## config.mk

```make
export PLATFORM = sky130hd
export DESIGN_NAME = layer_mix_exec
export DESIGN_NICKNAME = d
export VERILOG_FILES = /design/src/video_pkg.sv /design/src/layer_mix_exec.sv
export VERILOG_INCLUDE_DIRS = /design/src
export SDC_FILE = /design/constraint.sdc
export NUM_CORES = 1
export LEC_CHECK = 0
export ABC_CLOCK_PERIOD_IN_PS = 800
export BUFFER_PORTS_ARGS = -buffer_cell sky130_fd_sc_hd__buf_4
export CORE_ASPECT_RATIO = 1.25
export CORE_MARGIN = 2
export CORE_UTILIZATION = 35
export CTS_CLUSTER_DIAMETER = 200
export DETAILED_ROUTE_END_ITERATION = 8
export PLACE_DENSITY = 0.71
export SKIP_LAST_GASP = 1
export SLEW_MARGIN = 20
export SYNTH_ARGS = -nofsm -noshare
export SYNTH_HDL_FRONTEND = slang
export SYNTH_SLANG_ARGS = --single-unit
```

## constraint.sdc

```tcl
create_clock -name clk -period 0.8 [get_ports clk]
set_clock_uncertainty 0.05 [all_clocks]
set_input_delay 0.24 -clock clk [delete_from_list [all_inputs] [get_ports clk]]
set_output_delay 0.24 -clock clk [all_outputs]
set_load 0.02 [all_outputs]
```

## src/video_cfg.svh

```systemverilog
/*
 * Video output stage configuration
 * Raster geometry, CPU register map and pixel pipeline latency
 */
`ifndef VIDEO_CFG_SVH
`define VIDEO_CFG_SVH

// Horizontal geometry in pixels
`define H_TOTAL         512
`define H_ACTIVE        384
`define H_SYNC_START    416
`define H_SYNC_END      448

// Vertical geometry in lines
`define V_TOTAL         262
`define V_ACTIVE        224
`define V_SYNC_START    234
`define V_SYNC_END      237

// CPU register addresses
`define REG_LAYER_ORDER 0
`define REG_LAYER_EN    1
`define REG_PAL_ADDR    2
`define REG_PAL_DATA    3

// Pen value that lets the layer behind show through
`define PEN_TRANSPARENT 15

// Clocks from a layers sample to the matching video output
`define PIPE_DEPTH      2

`endif

```

## src/video_pkg.sv

```systemverilog
/*
 * Video output stage types
 * Layer pixels, mixer control, palette access, raster and video buses
 */
package video_pkg;

    typedef enum logic [1:0] {
        LAYER_SCR1 = 2'd0,
        LAYER_SCR2 = 2'd1,
        LAYER_SCR3 = 2'd2,
        LAYER_OBJ  = 2'd3
    } layer_id_e;

    typedef struct packed {
        logic [4:0] pal;
        logic [3:0] pen;
    } layer_pxl_t;

    typedef struct packed {
        layer_pxl_t scr1;
        layer_pxl_t scr2;
        layer_pxl_t scr3;
        layer_pxl_t obj;
    } layer_set_t;

    // One entry of the 2048-colour palette
    typedef struct packed {
        layer_id_e  layer;
        logic [4:0] pal;
        logic [3:0] pen;
    } pal_index_t;

    // Slot 0 of order is the frontmost layer, en is indexed by layer id
    typedef struct packed {
        layer_id_e [3:0] order;
        logic      [3:0] en;
    } mix_ctrl_t;

    typedef struct packed {
        logic        we;
        pal_index_t  addr;
        logic [15:0] data;
    } pal_wr_t;

    typedef struct packed {
        logic [8:0] hdump;
        logic [8:0] vdump;
        logic       hs;
        logic       vs;
        logic       hb;
        logic       vb;
    } raster_t;

    typedef struct packed {
        logic       hs;
        logic       vs;
        logic       hb;
        logic       vb;
        logic [7:0] red;
        logic [7:0] green;
        logic [7:0] blue;
    } video_out_t;

    typedef struct packed {
        logic [3:0]  addr;
        logic [15:0] data;
    } cpu_wr_t;

endpackage

```

## src/layer_mix_exec.sv

```systemverilog
/*
 * Layer priority mixer
 * Picks the frontmost enabled, non-transparent layer pixel by the
 * programmed order and registers its palette index
 */
`timescale 1ns/1ps
`include "video_cfg.svh"

module layer_mix_exec
    import video_pkg::*;
(
    input  logic       clk,
    input  logic       rst,
    input  layer_set_t layers,
    input  mix_ctrl_t  mix_ctrl,
    output pal_index_t mix_pxl
);

    layer_pxl_t by_id [4];
    pal_index_t pick;
    logic       found;
    logic       pick_ok;

    // Pixels reachable by layer id
    always_comb begin
        by_id[LAYER_SCR1] = layers.scr1;
        by_id[LAYER_SCR2] = layers.scr2;
        by_id[LAYER_SCR3] = layers.scr3;
        by_id[LAYER_OBJ]  = layers.obj;
    end

    // Front to back walk, first hit wins
    always_comb begin
        layer_id_e slot;
        slot  = LAYER_SCR1;
        pick  = '0;
        found = 1'b0;
        for (int i = 0; i < 4; i++) begin
            slot = mix_ctrl.order[i];
            if (!found && mix_ctrl.en[slot] &&
                by_id[slot].pen != 4'(`PEN_TRANSPARENT)) begin
                found      = 1'b1;
                pick.layer = slot;
                pick.pal   = by_id[slot].pal;
                pick.pen   = by_id[slot].pen;
            end
        end
    end

    // Backdrop is palette entry 0 when nothing qualifies
    always_ff @(posedge clk or posedge rst) begin
        if (rst) begin
            mix_pxl <= '0;
        end else begin
            mix_pxl <= pick;
        end
    end

    // Independent check of the chosen layer's pixel
    assign pick_ok = mix_ctrl.en[pick.layer] &&
                     by_id[pick.layer].pen != 4'(`PEN_TRANSPARENT) &&
                     by_id[pick.layer].pal == pick.pal &&
                     by_id[pick.layer].pen == pick.pen;

    a_layer_field: assert property (@(posedge clk) disable iff (rst)
        1'b1 |=> (!$past(found) && mix_pxl == '0) ||
                 ($past(found) && $past(pick_ok) && mix_pxl.layer == $past(pick.layer)))
        else $error("mixer index does not name the chosen layer or the backdrop");

endmodule

```

==> impl_metrics.ini <==
[yosys]
synth_area_leaders = mux4_2 34%, dfrtp_1 14%, mux2i_1 6.6%, mux4_1 5.3%, nor3_1 3.5%
synth_top_area_share_pct = 34.2
synth_enable_flop_cells = 0
synth_flop_cell = dfrtp_1
synth.avg_cell_area_um2 = 11.7
synthArstFlopShare_pct = 100
synth_most_common_cell = mux4_2
synth.top_cells.by_count = 30 x mux4_2, 14 x nor3_1, 13 x mux2i_1
yosys_warnings = 0
synth-seq-cells = 11
syn_area_mm2 = 0.00198
synth_top_area_cell = mux4_2
syn_inst = 169
yosysUniqueCellTypes = 36
synth_nets = 219
yosysSeqAreaShare_pct = 13.9

[power]
vdd_drop_max_v = 0.000444
power_density_mw_per_mm2 = 1190
p_leak_nw = 1.23

[global_route]
grt_pass1_wl_mm = 9.89
grtUsageMet2_pct = 34.9
grt_pass1_vias = 2002
grt_max_degree = 16
antenna_found_initial = 0
track_usage_pct = 19.8
met1_usage_pct = 25.5
top_usage_layer = met2
grt_util_met3_pct = 2.65
gr-total-overflow = 0

[floorplan]
floorplan.io_pins = 61
die_h_um = 88.0
start_util_pct = 36.3
die_x_um = 71.2
coreArea_mm2 = 0.00544
rows = 30
die_area_mm2 = 0.00627

[routing]
vias = 2032
wl_per_cell_um = 18.1
viasPerCell = 6.08
drc = 0
wl_mm = 6.05
firstDrtPassIters = 4
drt_iter0_markers = 127
ant_nets = 0

[place]
place.gp.congestion = 0.900
hpwlAfterDp_mm = 4.81
port_buffers = 60
post-place-cells = 319
pre_cts_ws_ns = -1.24

[timing]
grt_setup_unrepaired = true
period_share_pct = 212
slew_violations = 0
finalCriticalPeriod_ns = 1.70
clock.fmax_mhz = 589
setup_tns_ns = -12.09
layout_setup_ws_ns = -0.898
finalSetupViolations = 22
worst_slew_pin_slew_ns = 0.317
finalHoldViolations = 0
relSlewSlack_pct = 78.7

[critical_path]
arrival_ns = 1.80
timing.critical_path.slowest_cell_delay_ns = 0.55
cp_max_fo = 6
cp_slowest_cell = mux4_2
cp-start-kind = primary input
path_delay_family = multiplexers
crit_required_ns = 0.91
path_class = in -> reg
critPathCaptureType = register
path_cells = buf_12 > mux4_2 > and4_4 > o211ai_4 > buf_6 > or2_4 > a2bb2oi_2
critPathBufInv = 2

[clock_tree]
clkTransAtPathRegs_ns = 0.05
cts-buffers-inserted = 3
cts_root_buf = clkbuf_8
htreeDepth = 1
cts_sinks = 11
cts.path.max_buffers = 2
tritoncts = yes

[final_layout]
area_delta_synth_final_pct = 51.3
largest_reg_flops = 11
top_regs = mix_pxl (11)
regMostFlops = mix_pxl
nets = 321
seqCellArea_um2 = 275
multiInputGateArea_mm2 = 0.00166
layout.cells.non_filler = 334
drive_above_1_share_pct = 64.1
antenna_cells = 0
fillCellCount = 475

[run]
max_cap_viol_count = 0

[hold_path]
hold_path.class = in -> reg

[status]
violations = negative setup slack
outcome = finished with violations
worst min-delay path, cell delays in order:
cell     delay (ns)
buf_12         0.12
buf_4          0.12
inv_1          0.05
o22ai_2        0.07
timing repair:
| item | in CTS | in global routing |
|---|---|---|
| hold buffers | 1 | 0 |
| gates cloned | 1 | 0 |
| setup buffers | 8 | 2 |
| endpoints found under the setup margin | 22 | 22 |
| pin swaps | 19 | 10 |
| hold endpoints to repair | 11 | 0 |
| resized for setup | 43 | 4 |
layout make-up:
class / count / share of cell area (%)
sequential: 11 / 9.20
clock buffer: 4 / 1.51
inverter: 4 / 0.502
timing repair buffer: 110 / 30.8
multi-input combinational: 141 / 55.3
tap: 64 / 2.68
placed cells by master, fill, tap and decap left out, drive strengths merged:
cell	synthesis	final
buf	11	109
mux4	34	34
nor3	14	14
mux2i	13	13
nand2	12	12
dfrtp	11	11
a21oi	9	9
nand4	8	8
nand3	5	5
nand3b	5	5
o21ai	5	5
a311o	5	5
a2bb2oi	5	5
inv	4	4
nor2	4	4
a31oi	4	4
clkbuf	3	4
and2	3	3
mux2	3	3
or2	1	2
o22ai	2	2
and4	2	2
a311oi	2	2
a22o	1	1
o211ai	1	1
and3	1	1
a211oi	1	1
dlygate4sd3	0	1
metrics by stage:
stage | util [%] | area (um^2) | total power [mW] | hold slack (ns)
finish | 55.0 | 2990 | 3.55 | 0.373
global route | 55.0 | 2990 | 3.76 | 0.373
CTS | 54.4 | 2960 | 3.52 | 0.376
detailed placement | 49.7 | 2710 | 2.71 | 0.186
global placement | 49.7 | 2710 | 2.68 | 0.189
floorplan | - | 2000 | 1.92 | 0.0424
where the power goes:
group	leakage [nW]	switching [mW]	internal (mW)	total (mW)
sequential	0.131	0.0531	0.678	0.731
combinational	1.08	1.04	1.26	2.30
clock	0.0228	0.173	0.347	0.519
worst paths after layout:
| kind | slack [ns] | start | to | cells past startpoint |
|---|---|---|---|---|
| worst max-delay path | -0.90 | mix_ctrl[8] | mix_pxl[7] | 7 |
| worst min-delay path | 0.37 | mix_ctrl[10] | mix_pxl[9] | 4 |
| max in group asynchronous | 0.06 | rst | mix_pxl[2] | 4 |
| min in group asynchronous | 0.50 | rst | mix_pxl[6] | 4 |
kinds of logic after synthesis:
kind of cell	Yosys count	synth area share, %
buffers and inverters	18	5.95
muxes	50	47.8
DFF	11	13.9
AOI/OAI and AO/OA	35	16.6
and+or+nand+nor	55	15.8
per-layer routing:
layer	vias to the layer above	share of wire [%]
met2	94	53
met5	-	0
met3	9	6.5
li1	922	-
met1	1007	39
met4	0	1.3
(Power assumes the default switching activity.)
