$ cat config.mk
export PLATFORM = sky130hd
export DESIGN_NAME = ppu_reg_decode
export DESIGN_NICKNAME = d
export VERILOG_FILES = /design/src/video_pkg.sv /design/src/ppu_reg_decode.sv
export VERILOG_INCLUDE_DIRS = /design/src
export SDC_FILE = /design/constraint.sdc
export NUM_CORES = 1
export LEC_CHECK = 0
export ABC_AREA = 1
export BUFFER_PORTS_ARGS = -buffer_cell sky130_fd_sc_hd__buf_4
export CORE_ASPECT_RATIO = 1.25
export CORE_MARGIN = 3
export CORE_UTILIZATION = 39
export DETAILED_ROUTE_END_ITERATION = 10
export PLACE_DENSITY = 0.71
export SYNTH_ARGS = -nofsm -noshare
export SYNTH_HDL_FRONTEND = slang
export SYNTH_SLANG_ARGS = --single-unit
$ cat constraint.sdc
create_clock -name clk -period 1.7 [get_ports clk]
set_clock_uncertainty 0.2 [all_clocks]
set_input_delay 0.255 -clock clk [delete_from_list [all_inputs] [get_ports clk]]
set_output_delay 0.255 -clock clk [all_outputs]
set_load 0.005 [all_outputs]
$ cat src/video_cfg.svh
/*
 * Video output stage configuration
 * Raster geometry, CPU register map and pixel pipeline latency
 */
`ifndef VIDEO_CFG_SVH
`define VIDEO_CFG_SVH

// Horizontal geometry in pixels
`define H_TOTAL         512
`define H_ACTIVE        384
`define H_SYNC_START    416
`define H_SYNC_END      448

// Vertical geometry in lines
`define V_TOTAL         262
`define V_ACTIVE        224
`define V_SYNC_START    234
`define V_SYNC_END      237

// CPU register addresses
`define REG_LAYER_ORDER 0
`define REG_LAYER_EN    1
`define REG_PAL_ADDR    2
`define REG_PAL_DATA    3

// Pen value that lets the layer behind show through
`define PEN_TRANSPARENT 15

// Clocks from a layers sample to the matching video output
`define PIPE_DEPTH      2

`endif

$ cat src/video_pkg.sv
/*
 * Video output stage types
 * Layer pixels, mixer control, palette access, raster and video buses
 */
package video_pkg;

    typedef enum logic [1:0] {
        LAYER_SCR1 = 2'd0,
        LAYER_SCR2 = 2'd1,
        LAYER_SCR3 = 2'd2,
        LAYER_OBJ  = 2'd3
    } layer_id_e;

    typedef struct packed {
        logic [4:0] pal;
        logic [3:0] pen;
    } layer_pxl_t;

    typedef struct packed {
        layer_pxl_t scr1;
        layer_pxl_t scr2;
        layer_pxl_t scr3;
        layer_pxl_t obj;
    } layer_set_t;

    // One entry of the 2048-colour palette
    typedef struct packed {
        layer_id_e  layer;
        logic [4:0] pal;
        logic [3:0] pen;
    } pal_index_t;

    // Slot 0 of order is the frontmost layer, en is indexed by layer id
    typedef struct packed {
        layer_id_e [3:0] order;
        logic      [3:0] en;
    } mix_ctrl_t;

    typedef struct packed {
        logic        we;
        pal_index_t  addr;
        logic [15:0] data;
    } pal_wr_t;

    typedef struct packed {
        logic [8:0] hdump;
        logic [8:0] vdump;
        logic       hs;
        logic       vs;
        logic       hb;
        logic       vb;
    } raster_t;

    typedef struct packed {
        logic       hs;
        logic       vs;
        logic       hb;
        logic       vb;
        logic [7:0] red;
        logic [7:0] green;
        logic [7:0] blue;
    } video_out_t;

    typedef struct packed {
        logic [3:0]  addr;
        logic [15:0] data;
    } cpu_wr_t;

endpackage

$ cat src/ppu_reg_decode.sv
/*
 * Video register write port
 * Four-phase req/ack slave, layer order and enable registers,
 * auto-incrementing palette pointer and palette write strobe
 */
`timescale 1ns/1ps
`include "video_cfg.svh"

module ppu_reg_decode
    import video_pkg::*;
(
    input  logic      clk,
    input  logic      rst,
    input  logic      cpu_req,
    input  cpu_wr_t   cpu_wr,
    output logic      cpu_ack,
    output mix_ctrl_t mix_ctrl,
    output pal_wr_t   pal_wr
);

    logic        wr_fire;
    logic        pal_we;
    pal_index_t  pal_ptr;
    pal_index_t  pal_addr_q;
    logic [15:0] pal_data_q;

    // A write lands on the edge where ack rises
    assign wr_fire = cpu_req && !cpu_ack;

    always_ff @(posedge clk or posedge rst) begin
        if (rst) begin
            cpu_ack <= 1'b0;
            pal_we  <= 1'b0;
            pal_ptr <= '0;
            mix_ctrl.en <= 4'hf;
            // scr1 in front, obj at the back
            for (int i = 0; i < 4; i++) begin
                mix_ctrl.order[i] <= layer_id_e'(i);
            end
        end else begin
            cpu_ack <= cpu_req;
            pal_we  <= 1'b0;
            if (wr_fire) begin
                case (cpu_wr.addr)
                    `REG_LAYER_ORDER: begin
                        for (int i = 0; i < 4; i++) begin
                            mix_ctrl.order[i] <= layer_id_e'(cpu_wr.data[2*i +: 2]);
                        end
                    end
                    `REG_LAYER_EN: begin
                        mix_ctrl.en <= cpu_wr.data[3:0];
                    end
                    `REG_PAL_ADDR: begin
                        pal_ptr <= pal_index_t'(cpu_wr.data[10:0]);
                    end
                    `REG_PAL_DATA: begin
                        pal_we  <= 1'b1;
                        pal_ptr <= pal_index_t'(pal_ptr + 11'd1);
                    end
                    default: begin
                    end
                endcase
            end
        end
    end

    // Address and colour for the palette write, taken before the pointer moves
    always_ff @(posedge clk) begin
        if (wr_fire) begin
            pal_addr_q <= pal_ptr;
            pal_data_q <= cpu_wr.data;
        end
    end

    always_comb begin
        pal_wr.we   = pal_we;
        pal_wr.addr = pal_addr_q;
        pal_wr.data = pal_data_q;
    end

    // Strobe only for a data register write, and only as ack rises
    a_strobe_on_ack: assert property (@(posedge clk) disable iff (rst)
        pal_wr.we == ($rose(cpu_ack) && $past(cpu_wr.addr) == 4'(`REG_PAL_DATA)))
        else $error("palette write strobe not matched to a data register handshake");

    a_single_strobe: assert property (@(posedge clk) disable iff (rst)
        pal_wr.we |=> !pal_wr.we)
        else $error("palette write strobe held for two cycles");

endmodule

==> flow_summary.json <==
{
  "cp-start-kind": "register",
  "arrival_ps": 1550,
  "internal_power_mw": 2.07,
  "syn2layout_area_growth_pct": 38.6,
  "worstSetupEndpointType": "register",
  "setup_viol": 0,
  "mostFrequentLayoutCells": "67 x buf_4, 57 x nand2_1, 27 x inv_1, 27 x edfxtp_1, 19 x o21ai_1",
  "dieHeight_um": 89.2,
  "syn-num-nets": 227,
  "via_per_inst": 4.74,
  "power_density_mw_per_mm2": 945,
  "clkLatencyLatePin_ps": 310,
  "crit_path_max_fanout": 5,
  "fin_crit_sh_pct": 91.1,
  "grt_pass1_wl_mm": 7.82,
  "wirelength_mm": 4.63,
  "layout_min_cycle_time_ps": 1550,
  "grt_max_degree": 26,
  "fin_nets": 315,
  "p_comb_share_pct": 16.7,
  "drt_first_pass_iters": 4,
  "drive_above_1_share_pct": 31.5,
  "root_buffer": "clkbuf_8",
  "hold_slack_ps": 46.7,
  "gp_congestion": 0.765,
  "cts.clk_slew.worst_paths_ps": 100,
  "coreArea_mm2": 0.00523,
  "cts_made_buffers": 5,
  "syn_inst": 203,
  "ff_latch_area_mm2": 0.00145,
  "final_hold_viol_count": 0,
  "instances_no_fill": 354,
  "num_antenna_cells": 0,
  "irDropWorstVdd_mv": 0.630,
  "rsz0062_at_grt": "no",
  "ys_seq_area_share_pct": 67.0,
  "timing.setup.tns_ps": 0,
  "critPathTopFamily": "flip-flops",
  "drt_iter0_markers": 101,
  "power_frac_clock_pct": 24.9,
  "ys_types": 26,
  "worstMarginPinSlew_ps": 326,
  "die_area_mm2": 0.00647,
  "die-width_um": 72.6,
  "gr-total-overflow": 0,
  "routedWlPerCell_um": 13.1,
  "h-tree-depth": 2,
  "cts_buffer_depth": 2,
  "critPathMaxStageDelay_ps": 430,
  "maxCapViolCount": 0,
  "dp_cells": 328,
  "leakage_nw": 1.39,
  "port_buffers": 63,
  "fmax_ghz": 0.645,
  "cts_setup_buffers": 0,
  "post-dp-hpwl_mm": 3.31,
  "clkSinkCount": 52,
  "worst-setup-path-type": "reg2reg",
  "avgSynthCellArea_um2": 10.6,
  "hold_path_class": "in2reg",
  "netlist_area_mm2": 0.00216,
  "worstPathCellList": "ha_1 -> nand2_2 -> inv_1 -> nand2_1 -> xor2_1 -> nand2_1 -> nand2_1 -> nand2_1",
  "cts_tree": "built",
  "relSlewSlack_pct": 78.3,
  "grt_pass1_vias": 1696,
  "start_util_pct": 41.3,
  "crit_buf_inv": 1,
  "antenna_found_initial": 0,
  "grt_use_total_pct": 15.9,
  "worst_ep_required_time_ps": 1700,
  "p_seq_share_pct": 58.4,
  "num_vias": 1679,
  "postRouteAntennaNets": 0,
  "ys_ff_latch": 52,
  "fill_cells": 455,
  "ys_warn_count": 0,
  "multi_input_area_um2": 583,
  "critPathSlowestCell": "dfrtp_1",
  "drv_slew": 0,
  "rows": 29,
  "route.detailed.drc": 0,
  "ios": 64,
  "cp_common_cell": "nand2_1",
  "outcome": "finished clean",
  "layout_commonest_cell": "buf_4",
  "power_switching_mw": 0.758,
  "switching_share_pct": 26.8
}
[power by group through the flow]
stage | sequential (mW) | combinational (mW) | clock (mW)
2_1_floorplan | 1.66 | 0.199 | 0
3_3_place_gp | 1.67 | 0.430 | 0
3_5_place_dp | 1.67 | 0.445 | 0
4_1_cts | 1.65 | 0.480 | 0.733
5_1_grt | 1.68 | 0.538 | 0.775
6_report | 1.65 | 0.474 | 0.704
[tightest hold or removal path: stages]
cell,delay (ps)
buf_4,90
nor2_4,50
nand3_4,80
nor3_1,50
[through the flow]
step	setup slack [ps]	power (mW)	instance area, um2	utilization (%)
after floorplan	-58.6	1.85	2180	-
after global placement	192	2.10	2710	51.9
after detailed placement	175	2.12	2710	51.9
after CTS	156	2.86	2990	57.1
after global routing	17.2	2.99	2990	57.3
final	151	2.83	2990	57.3
[registers in the layout (all words and copies together), names as in the netlist]
register    cells
cpu_ack         1
pal_data_q     16
pal_ptr        11
pal_we          1
pal_wr         11
mix_ctrl       12
[layout make-up]
class,instances,share of cell area (%)
Inverter,29,3.68
Timing Repair Buffer,85,22.8
Multi-Input combinational cell,118,19.5
Sequential cell,52,48.3
Clock inverter,3,0.794
Tap cell,62,2.59
Clock buffer,5,2.30
[cell families after synthesis]
kind of cell | synth area share (%)
adders and majority gates | 0.579
buffers and inverters | 6.37
xor gates and xnor gates | 0.811
and+or+nand+nor | 19.4
AOI/OAI and AO/OA | 5.91
DFF | 67.0
[path summary, 6_finish.rpt]
kind | slack, ps | startpoint | cells after the start | end
max reg2reg | 150 | pal_ptr[0] | 8 | pal_ptr[4]
max | 150 | pal_ptr[0] | 8 | pal_ptr[4]
min reg2reg | 280 | mix_ctrl[11] | 2 | mix_ctrl[11]
min in group asynchronous | 350 | rst | 4 | pal_ptr[0]
max in group asynchronous | 660 | rst | 4 | mix_ctrl[1]
min | 50 | cpu_wr[18] | 4 | pal_we
[Yosys cell counts]
cell | count | area, um2
o211ai_1 | 1 | 7.51
inv_1 | 27 | 101
dfstp_2 | 8 | 210
inv_2 | 1 | 3.75
o21ai_0 | 17 | 85.1
nand4_1 | 2 | 12.5
nor2_1 | 8 | 30.0
nor2_4 | 2 | 22.5
nand3_1 | 15 | 75.1
buf_2 | 1 | 5.00
a21oi_1 | 1 | 5.00
o21ai_1 | 6 | 30.0
ha_1 | 1 | 12.5
xor2_1 | 2 | 17.5
clkinv_2 | 1 | 5.00
nand3_4 | 1 | 17.5
nand4_4 | 1 | 21.3
nand2_1 | 58 | 218
nor2_2 | 1 | 6.26
clkbuf_1 | 1 | 3.75
nor3_1 | 1 | 5.00
edfxtp_1 | 27 | 811
buf_6 | 1 | 11.3
dfrtp_1 | 17 | 425
nand3_2 | 1 | 10.0
buf_4 | 1 | 7.51
[routing by layer]
metal	wire [um]	GRT usage (%)
met1	1910	17.9
met2	2370	28.2
met3	270	4.72
met4	87	6.38
met5	0	0
[repair_timing]
action	CTS	global route
hold buffers	18	0
resized for setup	0	2
hold endpoints to repair	36	0
setup endpoints to repair	0	2
Note: power is estimated with default switching activity, not from simulation.
