<file path="src/video_cfg.svh">
/*
 * Video output stage configuration
 * Raster geometry, CPU register map and pixel pipeline latency
 */
`ifndef VIDEO_CFG_SVH
`define VIDEO_CFG_SVH

// Horizontal geometry in pixels
`define H_TOTAL         512
`define H_ACTIVE        384
`define H_SYNC_START    416
`define H_SYNC_END      448

// Vertical geometry in lines
`define V_TOTAL         262
`define V_ACTIVE        224
`define V_SYNC_START    234
`define V_SYNC_END      237

// CPU register addresses
`define REG_LAYER_ORDER 0
`define REG_LAYER_EN    1
`define REG_PAL_ADDR    2
`define REG_PAL_DATA    3

// Pen value that lets the layer behind show through
`define PEN_TRANSPARENT 15

// Clocks from a layers sample to the matching video output
`define PIPE_DEPTH      2

`endif

</file>
<file path="src/video_pkg.sv">
/*
 * Video output stage types
 * Layer pixels, mixer control, palette access, raster and video buses
 */
package video_pkg;

    typedef enum logic [1:0] {
        LAYER_SCR1 = 2'd0,
        LAYER_SCR2 = 2'd1,
        LAYER_SCR3 = 2'd2,
        LAYER_OBJ  = 2'd3
    } layer_id_e;

    typedef struct packed {
        logic [4:0] pal;
        logic [3:0] pen;
    } layer_pxl_t;

    typedef struct packed {
        layer_pxl_t scr1;
        layer_pxl_t scr2;
        layer_pxl_t scr3;
        layer_pxl_t obj;
    } layer_set_t;

    // One entry of the 2048-colour palette
    typedef struct packed {
        layer_id_e  layer;
        logic [4:0] pal;
        logic [3:0] pen;
    } pal_index_t;

    // Slot 0 of order is the frontmost layer, en is indexed by layer id
    typedef struct packed {
        layer_id_e [3:0] order;
        logic      [3:0] en;
    } mix_ctrl_t;

    typedef struct packed {
        logic        we;
        pal_index_t  addr;
        logic [15:0] data;
    } pal_wr_t;

    typedef struct packed {
        logic [8:0] hdump;
        logic [8:0] vdump;
        logic       hs;
        logic       vs;
        logic       hb;
        logic       vb;
    } raster_t;

    typedef struct packed {
        logic       hs;
        logic       vs;
        logic       hb;
        logic       vb;
        logic [7:0] red;
        logic [7:0] green;
        logic [7:0] blue;
    } video_out_t;

    typedef struct packed {
        logic [3:0]  addr;
        logic [15:0] data;
    } cpu_wr_t;

endpackage

</file>
<file path="src/video_timing.sv">
/*
 * Raster timing generator
 * Free-running pixel and line counters with sync and blanking decode,
 * one pixel per clock
 */
`timescale 1ns/1ps
`include "video_cfg.svh"

module video_timing
    import video_pkg::*;
(
    input  logic    clk,
    input  logic    rst,
    output raster_t raster
);

    logic [8:0] hcnt;
    logic [8:0] vcnt;
    logic       line_end;
    logic       frame_end;

    assign line_end  = (hcnt == 9'(`H_TOTAL - 1));
    assign frame_end = (vcnt == 9'(`V_TOTAL - 1));

    // Line counter advances on every clock
    always_ff @(posedge clk or posedge rst) begin
        if (rst) begin
            hcnt <= '0;
        end else if (line_end) begin
            hcnt <= '0;
        end else begin
            hcnt <= hcnt + 9'd1;
        end
    end

    // Frame counter steps once per line wrap
    always_ff @(posedge clk or posedge rst) begin
        if (rst) begin
            vcnt <= '0;
        end else if (line_end) begin
            if (frame_end) begin
                vcnt <= '0;
            end else begin
                vcnt <= vcnt + 9'd1;
            end
        end
    end

    // Flags decoded straight from the counters
    always_comb begin
        raster.hdump = hcnt;
        raster.vdump = vcnt;
        raster.hb    = (hcnt >= 9'(`H_ACTIVE));
        raster.vb    = (vcnt >= 9'(`V_ACTIVE));
        raster.hs    = (hcnt >= 9'(`H_SYNC_START)) && (hcnt < 9'(`H_SYNC_END));
        raster.vs    = (vcnt >= 9'(`V_SYNC_START)) && (vcnt < 9'(`V_SYNC_END));
    end

endmodule

</file>
<file path="config.mk">
export PLATFORM = sky130hd
export DESIGN_NAME = video_timing
export DESIGN_NICKNAME = d
export VERILOG_FILES = /design/src/video_pkg.sv /design/src/video_timing.sv
export VERILOG_INCLUDE_DIRS = /design/src
export SDC_FILE = /design/constraint.sdc
export NUM_CORES = 1
export LEC_CHECK = 0
export ABC_CLOCK_PERIOD_IN_PS = 4500
export BUFFER_PORTS_ARGS = -buffer_cell sky130_fd_sc_hd__buf_2
export CORE_MARGIN = 2
export CORE_UTILIZATION = 55
export CTS_BUF_LIST = sky130_fd_sc_hd__clkbuf_16
export DETAILED_ROUTE_END_ITERATION = 6
export GPL_TIMING_DRIVEN = 0
export HOLD_SLACK_MARGIN = 0.15
export PLACE_DENSITY_LB_ADDON = 0.12
export SETUP_SLACK_MARGIN = 0.1
export SLEW_MARGIN = 30
export SYNTH_ARGS = -nofsm -noshare
export SYNTH_HDL_FRONTEND = slang
export SYNTH_SLANG_ARGS = --single-unit
export TNS_END_PERCENT = 5
</file>
<file path="constraint.sdc">
create_clock -name clk -period 4.5 [get_ports clk]
set_clock_uncertainty 0.05 [all_clocks]
set_input_delay 1.35 -clock clk [delete_from_list [all_inputs] [get_ports clk]]
set_output_delay 1.35 -clock clk [all_outputs]
set_load 0.03 [all_outputs]
</file>
==> results of run 1 <==
flip-flops by register name, indices dropped and copies added (netlist names):
| register | count |
|---|---|
| hcnt | 9 |
| vcnt | 9 |
cell type report:
cell class,count,area (um2)
fill,135,504
timing repair buffer,23,115
buffer,2,11.3
multi-input combinational,68,467
clock inverter,1,3.75
sequential,18,450
tap,17,21.3
clock buffer,3,75.1
inverter,6,22.5
stage by stage:
stage / instances / util / setup WS, ns / total power [uW]
floorplan: 94 / - / 1.32 / 167
global placement: 134 / 0.651 / 2.01 / 168
CTS: 138 / 0.698 / 1.72 / 342
global route: 138 / 0.698 / 1.61 / 347
detailed placement: 134 / 0.651 / 1.99 / 169
finish: 138 / 0.698 / 1.73 / 338
placed cells by master (no fill, tap or decap):
master / count
and3b_1: 1
clkbuf_16: 3
nor2_1: 7
mux2_2: 1
or3_1: 3
o22ai_1: 1
xnor2_1: 2
nand4_1: 3
buf_4: 1
nand4b_1: 1
or2_2: 1
nand2_1: 8
o31ai_1: 2
nor2b_1: 1
and2_1: 1
nand3_1: 5
xor2_1: 5
o21ai_0: 5
nor2_4: 1
a21oi_1: 4
nor3_1: 1
inv_1: 6
nor3b_1: 1
nand2b_1: 2
mux2i_1: 1
ha_1: 6
clkbuf_1: 1
dfrtp_1: 18
a22oi_2: 1
nand3_2: 1
nor4_1: 1
buf_2: 23
or4_4: 2
clkinv_1: 1
kinds of logic (layout without fill, tap and decap cells):
| family | Yosys count | count (layout) | share of synthesized area |
|---|---|---|---|
| fa+ha+maj | 6 | 6 | 0.0789 |
| compound gates | 13 | 13 | 0.0829 |
| mux | 2 | 2 | 0.0224 |
| buf+inv | 8 | 35 | 0.0355 |
| flops | 18 | 18 | 0.474 |
| simple gates | 40 | 40 | 0.242 |
| xor+xnor | 7 | 7 | 0.0645 |
worst max-delay path, delay by kind of cell (launching register included):
kind / cells / cell delay, ns
AO/OA/AOI/OAI: 1 / 0.06
buffers and inverters: 1 / 0.24
flip-flops: 1 / 0.45
AND/OR/NAND/NOR: 2 / 0.38
layer usage:
layer / vias up / GRT usage
li1: 377 / -
met1: 388 / 0.241
met2: 15 / 0.335
met3: 2 / 0.0357
met4: 0 / 0.0882
met5: - / 0
final timing paths:
kind                       startpoint        end  slack (ns)  depth (start not counted)
max                           vcnt[2]  raster[2]        1.73                          4
min                           hcnt[0]    hcnt[0]        0.46                          1
max reg2reg                   hcnt[0]    vcnt[8]        2.45                          8
min reg2reg                   hcnt[0]    hcnt[0]        0.46                          1
max in group asynchronous         rst    hcnt[8]        2.80                          2
min in group asynchronous         rst    vcnt[1]        1.16                          2
where the power goes:
part	leakage, uW	internal [uW]	switching, uW
sequential	0.000237	162	0
combinational	0.000310	0.351	3.16
clock	0.0000385	118	54.8
==> reports/qor.yml, run 1 <==
job:
  cap_viol_max_count: 0
synthesis:
  synth_top_area_cell: "dfrtp_1"
  synth_flop_cell: "dfrtp_1"
  synth_area_per_cell_um2: 10.1
  syn_nets: 102
  synth_area_leaders: "dfrtp_1 47%, ha_1 7.9%, xor2_1 4.6%"
  syn_inst: 94
  synth_edf_count: 0
  synth.distinct_cells: 31
  yosysTopAreaCellShare: 0.474
  netlist_area_um2: 951
  ys_ff_latch: 18
  ys_warn_count: 0
  ys_top_cells_by_count: "18 x dfrtp_1, 8 x nand2_1, 7 x nor2_1, 6 x ha_1, 6 x inv_1"
  ys_seq_area_frac: 0.474
  synth_most_common_cell: "dfrtp_1"
  synthArstFlopShare: 1.00
die:
  core_um2: 1670
  dieArea_um2: 2080
  die_height_um: 45.6
  rows: 15
  ios: 24
  die_x_um: 45.6
  start_util: 0.569
detailed_routing:
  met2WireLength_um: 951
  wire_per_inst_um: 13.4
  top_layer_used: "met4"
  met3_length_um: 58
  wirelength_mm: 1.85
  antenna_left: 0
  drc: 0
  vias: 782
  drtPass1Iterations: 4
  met1_length_um: 814
  vias_per_cell: 5.67
  drt_iter0_markers: 10
timing:
  timing.final.crit_share: 0.615
  fin_setup_tns_ns: 0
  maxClockFrequency_mhz: 361
  slew_viol_final: 0
  setup_viol: 0
  fin_hold_ws_ns: 0.459
  slew-limit-headroom: 0.539
  rsz0062_at_grt: "false"
  fin_crit_ns: 2.77
  hold_violations: 0
  tightest_slew_ns: 0.691
global_route:
  antenna_found_initial: 0
  grt_max_degree: 19
  grt_pass1_wl_mm: 2.95
  grt_pass1_vias: 682
  track_usage: 0.197
  overflow: 0
placement:
  dp_hpwl_mm: 1.36
  placed_area_um2: 1090
  place.gp.congestion: 0.779
  io_buffer_count: 23
critical_path:
  worst_setup_path_end_kind: "output pin"
  required_ns: 3.10
  arrival_ns: 1.37
  crit_type: "flip-flop to output pin"
  cpPeakStageDelay_ns: 0.45
  crit_path_start_kind: "flip-flop"
  crit_slowest_cell: "dfrtp_1"
  path_max_fanout: 7
  cp_cell_sequence: "nor3b_1, a21oi_1, nor4_1, buf_2"
pwr:
  ir_drop_v: 0.000200
  powerDensity_nw_per_um2: 290
  leakagePower_uw: 0.000585
cts:
  cts_tree: "done"
  clk_path_buf_depth: 2
  cts_buffers: 3
  cts_num_sinks: 18
  clk_latency_ns: 0.24
  cts_resized: 0
  root_buffer: "clkbuf_16"
  ctsHoldBuffers: 0
  post_cts.repair.setup_buffers: 0
  htreeDepth: 1
  path_clk_slew_ns: 0.05
final_layout:
  areaGrowthSynthToFinish_pct: 22.6
  nNetsFinal: 130
  fin_area_um2: 1170
  diodes: 0
  drive_gt1_frac: 0.281
outcome:
  outcome: "complete, no violations"
worst_hold_path:
  hold_class: "flip-flop to flip-flop"
Note: power is estimated with default switching activity, not from simulation.
==> inputs of run 2 (changes only) <==
--- a/config.mk
+++ b/config.mk
@@ -6,10 +6,11 @@
 export SDC_FILE = /design/constraint.sdc
 export NUM_CORES = 1
 export LEC_CHECK = 0
-export ABC_CLOCK_PERIOD_IN_PS = 4500
+export ABC_AREA = 1
+export ABC_CLOCK_PERIOD_IN_PS = 2550
 export BUFFER_PORTS_ARGS = -buffer_cell sky130_fd_sc_hd__buf_2
 export CORE_MARGIN = 2
-export CORE_UTILIZATION = 55
+export CORE_UTILIZATION = 51
 export CTS_BUF_LIST = sky130_fd_sc_hd__clkbuf_16
 export DETAILED_ROUTE_END_ITERATION = 6
 export GPL_TIMING_DRIVEN = 0
==> constraint.sdc (replaced) <==
create_clock -name clk -period 2.55 [get_ports clk]
set_clock_uncertainty 0.05 [all_clocks]
set_input_delay 0.765 -clock clk [delete_from_list [all_inputs] [get_ports clk]]
set_output_delay 0.765 -clock clk [all_outputs]
set_load 0.03 [all_outputs]
==> run 2 against run 1 <==
Sequential power grew 77%. Critical path depth grew 1. Final cell count grew 29%. Via count grew 8.4%. Synthesized area grew 4.7%. Synthesized cell count grew 34%. Clock power grew 85%. Die area grew 12%. Utilization shrank 1.3 points. Largest power group unchanged. Highest routed layer unchanged.
==> reports/qor.yml, run 2 <==
synthesis:
  synth_flop_cell: "dfrtp_1"
  synthArstFlopShare: 1.00  # unchanged
  synth_edf_count: 0  # unchanged
  ys_ff_latch: 18  # unchanged
  netlist_area_um2: 996  # +4.7%
  ys_top_cells_by_count: "25 x inv_1, 25 x nand2_1, 18 x dfrtp_1, 17 x nor2_1"
  syn_inst: 126  # +34%
  synth_area_leaders: "dfrtp_1 45%, inv_1 9.4%, nand2_1 9.4%"
  syn_nets: 134  # +31%
  synth_area_per_cell_um2: 7.90  # -22%
  ys_warn_count: 0  # unchanged
  ys_seq_area_frac: 0.452  # -0.0214
  synth.distinct_cells: 21  # -32%
  yosysTopAreaCellShare: 0.452  # -0.0214
  synth_top_area_cell: "dfrtp_1"
cts:
  cts_num_sinks: 18  # unchanged
  cts_resized: 0  # unchanged
  root_buffer: "clkbuf_16"
  clk_latency_ns: 0.25  # about the same
  post_cts.repair.setup_buffers: 0  # unchanged
  path_clk_slew_ns: 0.05  # about the same
  cts_tree: "done"
  ctsHoldBuffers: 0  # unchanged
  clk_path_buf_depth: 2  # unchanged
  htreeDepth: 1  # unchanged
  cts_buffers: 3  # unchanged
timing:
  maxClockFrequency_mhz: 466
  rsz0062_at_grt: "false"
  fin_crit_ns: 2.14
  slew_viol_final: 0  # unchanged
  fin_hold_ws_ns: 0.441  # -0.0186 ns
  fin_setup_tns_ns: 0  # unchanged
  timing.final.crit_share: 0.841
  setup_viol: 0  # unchanged
  hold_violations: 0  # unchanged
  setup_ws_ns: 0.406  # -1.33 ns
  tightest_slew_ns: 0.684  # -0.00637 ns
  slew-limit-headroom: 0.543  # +0.00425
die:
  die_x_um: 48.2  # +5.7%
  start_util: 0.559  # -0.0107
  rows: 15  # unchanged
  die_height_um: 48.2  # +5.7%
  dieArea_um2: 2320  # +12%
  ios: 24  # unchanged
  core_um2: 1780  # +6.7%
final_layout:
  nNetsFinal: 162  # +25%
  layout.cells.non_filler: 178  # +29%
  drive_gt1_frac: 0.216  # -0.0653
  reg_top3: "hcnt (9), vcnt (9)"
  areaGrowthSynthToFinish_pct: 22.6  # about the same
  final_cell_mix: "25 x nand2_1, 25 x inv_1, 24 x buf_2"
  fin_util: 0.685  # -0.0132
  diodes: 0  # unchanged
pwr:
  leakagePower_uw: 0.000700  # +20%
  ir_drop_v: 0.000393  # +97%
  powerDensity_nw_per_um2: 501  # +73%
detailed_routing:
  vias_per_cell: 4.76  # -16%
  vias: 848  # +8.4%
  drc: 0  # unchanged
  antenna_left: 0  # unchanged
  drt_iter0_markers: 24  # +14
  wire_per_inst_um: 11.0  # -17%
  wirelength_mm: 1.97  # +6.5%
  drtPass1Iterations: 4  # unchanged
critical_path:
  rr_worst_depth: 9  # +1
  crit_path_start_kind: "flip-flop"
  r2r_start: "hcnt[0]"
  worst_setup_path_end_kind: "output pin"
  crit_type: "flip-flop to output pin"
  path_max_fanout: 4  # -3
  r2r-end: "vcnt[3]"
  arrival_ns: 1.33  # -0.04 ns
  required_ns: 1.74  # -1.36 ns
  ff2ff_setup_slack_ns: 0.42  # -2.03 ns
worst_hold_path:
  hold_end: "hcnt[0]"
  holdPathStages: 1  # unchanged
  hold_start: "hcnt[0]"
  hold_class: "flip-flop to flip-flop"
placement:
  dp_hpwl_mm: 1.49  # +9.6%
  io_buffer_count: 23  # unchanged
  pre_cts_slack_ns: 0.433  # -1.56 ns
  place.gp.congestion: 0.802  # +3.0%
  dp_cells: 174  # +30%
global_route:
  antenna_found_initial: 0  # unchanged
  overflow: 0  # unchanged
  grt_pass1_vias: 773  # +13%
  track_usage: 0.203  # +0.00586
  grt_max_degree: 19  # unchanged
  grt_pass1_wl_mm: 3.24  # +9.8%
job:
  cap_viol_max_count: 0  # unchanged
outcome:
  outcome: "complete, no violations"
[run 2: how the worst max path moves through the flow]
stage	start	to	depth (start not counted)
final	vcnt[7]	raster[2]	5
after global routing	hcnt[0]	vcnt[7]	13
after CTS	hcnt[0]	vcnt[3]	9
after detailed placement	hcnt[0]	vcnt[3]	9
after global placement	hcnt[0]	vcnt[3]	9
after floorplan	vcnt[6]	raster[2]	4
[run 2: cell type report]
class / count / area, um2
Clock inverter: 1 / 3.75
Sequential cell: 18 / 450
Tap cell: 25 / 31.3
Multi-Input combinational cell: 81 / 443
Inverter: 26 / 97.6
Buffer: 1 / 5.00
Clock buffer: 3 / 75.1
Timing Repair Buffer: 23 / 115
Fill cell: 154 / 562
[run 2: worst max-delay path: stages (launching register included)]
cell and delay (ns):
dfrtp_1 0.41, nand2_1 0.07, inv_1 0.11, nand2_1 0.08, nor3_1 0.18, buf_2 0.22
[run 2: kinds of logic after synthesis]
kind of cell,synth area share
flip-flops,0.452
XOR/XNOR,0.0352
buffers and inverters,0.103
AND/OR/NAND/NOR,0.289
AO/OA/AOI/OAI,0.0452
adder cells (fa/ha/maj),0.0754
[run 2: report_power, final]
group | internal (uW) | switching, uW
logic | 0.617 | 5.50
clock network | 209 | 112
registers | 286 | 0
total | 495 | 117
[run 2: per-stage QoR]
stage / power, uW / instance area (um2)
2_1_floorplan: 295 / 996
3_3_place_gp: 297 / 1140
3_5_place_dp: 297 / 1140
4_1_cts: 618 / 1220
5_1_grt: 631 / 1220
6_report: 612 / 1220
[run 2: layer usage]
layer / wire [um] / global-route usage / up-vias
met5: 0 / 0 / -
met2: 887 / 0.308 / 23
li1: - / - / 438
met3: 69 / 0.0333 / 5
met4: 35 / 0.0973 / 0
met1: 973 / 0.282 / 382
==> inputs of run 3 (changes only) <==
--- a/config.mk
+++ b/config.mk
@@ -7,10 +7,10 @@
 export NUM_CORES = 1
 export LEC_CHECK = 0
 export ABC_AREA = 1
-export ABC_CLOCK_PERIOD_IN_PS = 2550
+export ABC_CLOCK_PERIOD_IN_PS = 1800
 export BUFFER_PORTS_ARGS = -buffer_cell sky130_fd_sc_hd__buf_2
 export CORE_MARGIN = 2
-export CORE_UTILIZATION = 51
+export CORE_UTILIZATION = 46
 export CTS_BUF_LIST = sky130_fd_sc_hd__clkbuf_16
 export DETAILED_ROUTE_END_ITERATION = 6
 export GPL_TIMING_DRIVEN = 0
==> constraint.sdc (replaced) <==
create_clock -name clk -period 1.8 [get_ports clk]
set_clock_uncertainty 0.05 [all_clocks]
set_input_delay 0.54 -clock clk [delete_from_list [all_inputs] [get_ports clk]]
set_output_delay 0.54 -clock clk [all_outputs]
set_load 0.03 [all_outputs]
==> run 3 against run 2 <==
Critical path depth up 6. Flip-flop and latch count unchanged. Worst hold slack worse by 0.11 ns. First-iteration DRC count down 17%. Register-to-register slack worse by 0.51 ns. Utilization down 2.0 points. Count of clock-buffer cells in the layout unchanged. Largest power group unchanged. Final area up 9.0%. Setup slack worse by 0.50 ns. Global-route usage down 1.6 points. Power up 42%. The flow now finishes with violations (setup timing). Sequential power up 42%.
==> reports/qor.yml, run 3 (synthesized netlist as in run 2, its figures left out) <==
critical_path:
  cp_common_cell: "nor2_4"
  path_max_fanout: 4  # unchanged
  worst_setup_path_end_kind: "flip-flop"
  cp_top_family: "simple AND/OR/NAND/NOR gates"
  crit_type: "flip-flop to flip-flop"
  crit_slowest_cell: "dfrtp_2"
  cpPeakStageDelay_ns: 0.38  # -0.03 ns
  ff2ff_setup_slack_ns: -0.09  # -0.51 ns
  cp_cell_sequence: "ha_4, nand2_4, nor2_4, nand2_2, nor3b_2, ha_2, nand3_2, nor2_4, nand2_1, xor2_1, inv_1"
  arrival_ns: 1.98  # +0.65 ns
  required_ns: 1.89  # +0.15 ns
  crit_path_start_kind: "flip-flop"
  worst-path-buf-inv: 1  # -1
pwr:
  ir_drop_v: 0.000364  # -7.4%
  leakagePower_uw: 0.000727  # +3.9%
  powerDensity_nw_per_um2: 651  # +30%
cts:
  clk_latency_ns: 0.25  # about the same
  cts_num_sinks: 18  # unchanged
  clk_path_buf_depth: 2  # unchanged
  cts_buffers: 3  # unchanged
  htreeDepth: 1  # unchanged
  path_clk_slew_ns: 0.06  # about the same
  ctsHoldBuffers: 0  # unchanged
  cts_tree: "done"
  root_buffer: "clkbuf_16"
outcome:
  violations: "setup timing"
  outcome: "finished with violations"
job:
  cap_viol_max_count: 0  # unchanged
global_route:
  grt_pass1_vias: 856  # +11%
  grt_use_met1: 0.246  # -0.0364
  grt_util_met3: 0.0357  # +0.00238
  grt.met2_usage: 0.311  # +0.00351
  grt_pass1_wl_mm: 3.64  # +13%
  overflow: 0  # unchanged
  track_usage: 0.187  # -0.0162
  antenna_found_initial: 0  # unchanged
  busiest_layer: "met2"
  grt_max_degree: 19  # unchanged
timing:
  fin_hold_ws_ns: 0.327  # -0.113 ns
  fin_crit_ns: 1.89
  rsz0062_at_grt: "true"
  slew-limit-headroom: 0.557  # +0.0136
  hold_violations: 0  # unchanged
  fin_setup_tns_ns: -0.331  # -0.331 ns
  slew_viol_final: 0  # unchanged
  setup_viol: 7  # +7
  maxClockFrequency_mhz: 529
  timing.final.crit_share: 1.05
  tightest_slew_ns: 0.664  # -0.0203 ns
  setup_ws_ns: -0.0898  # -0.496 ns
placement:
  dp_cells: 176  # +1.1%
  place.gp.congestion: 0.795  # -0.92%
  io_buffer_count: 23  # unchanged
  dp_hpwl_mm: 1.50  # +0.73%
detailed_routing:
  drt_iter0_markers: 20  # -17%
  vias_per_cell: 4.76  # about the same
  drtPass1Iterations: 4  # unchanged
  drc: 0  # unchanged
  antenna_left: 0  # unchanged
  wirelength_mm: 2.12  # +7.7%
  vias: 867  # +2.2%
  wire_per_inst_um: 11.6  # +5.4%
die:
  die_height_um: 50.5  # +4.9%
  die_x_um: 50.5  # +4.9%
  start_util: 0.497  # -0.0611
  dieArea_um2: 2550  # +9.9%
  core_um2: 2000  # +12%
  rows: 16  # +1
  ios: 24  # unchanged
final_layout:
  diodes: 0  # unchanged
  final_cell_mix: "22 x inv_1, 21 x nand2_1, 20 x buf_2"
  drive_gt1_frac: 0.342  # +0.126
  nNetsFinal: 164  # +1.2%
  reg_top3: "hcnt (9), vcnt (9)"
  layout_commonest_cell: "inv_1"
  nFillCells: 179  # +16%
  areaGrowthSynthToFinish_pct: 33.7
  layout.cells.non_filler: 182  # +2.2%
worst_hold_path:
  hold_class: "input pin to async pin"
==> run 3: stage by stage <==
stage / worst slack [ns] / utilization / area (um2) / total power (uW)
2_1_floorplan: -0.142 / - / 1030 / 418
3_3_place_gp: -0.184 / 0.591 / 1180 / 422
3_5_place_dp: -0.223 / 0.591 / 1180 / 422
4_1_cts: -0.0895 / 0.663 / 1330 / 871
5_1_grt: -0.213 / 0.665 / 1330 / 886
6_report: -0.0898 / 0.665 / 1330 / 867
==> run 3: worst paths after layout <==
check | start | to | cells after the start
hold reg to reg | hcnt[8] | hcnt[8] | 1
setup reg to reg | hcnt[1] | vcnt[6] | 11
max in group asynchronous | rst | hcnt[3] | 2
hold / removal | rst | vcnt[6] | 2
setup / recovery | hcnt[1] | vcnt[6] | 11
min in group clk | hcnt[8] | hcnt[8] | 1
==> run 3: per-layer routing <==
metal | vias to the layer above | part of all wire
li1 | 442 | -
met1 | 403 | 0.47
met2 | 20 | 0.48
met3 | 2 | 0.041
met4 | 0 | 0.0052
met5 | - | 0
==> run 3: worst reg2reg max path, stage by stage (launching register included) <==
cell and delay [ns]:
dfrtp_2 0.38, ha_4 0.16, nand2_4 0.06, nor2_4 0.10, nand2_2 0.08, nor3b_2 0.18, ha_2 0.25, nand3_2 0.12
nor2_4 0.14, nand2_1 0.08, xor2_1 0.14, inv_1 0.05
==> run 3: area by class of cell <==
| cell class | instances | area, um2 | share of cell area |
|---|---|---|---|
| Buffer | 1 | 11.3 | 0.00846 |
| Clock buffer | 3 | 75.1 | 0.0564 |
| Clock inverter | 1 | 3.75 | 0.00282 |
| Inverter | 26 | 101 | 0.0761 |
| Multi-Input combinational cell | 81 | 510 | 0.383 |
| Sequential cell | 18 | 454 | 0.341 |
| Tap cell | 27 | 33.8 | 0.0254 |
| Timing Repair Buffer | 25 | 141 | 0.106 |
==> run 3: power by group <==
group / total (uW) / internal, uW / leakage [uW] / switching, uW
combinational: 8.48 / 0.878 / 0.000455 / 7.60
clock: 453 / 296 / 0.0000385 / 158
sequential: 405 / 405 / 0.000233 / 0
==> run 3: timing repair <==
| item | CTS | global route |
|---|---|---|
| pin swaps | 5 | 1 |
| setup endpoints to repair | 19 | 20 |
| setup buffers | 2 | 0 |
| gates resized for setup | 15 | 4 |
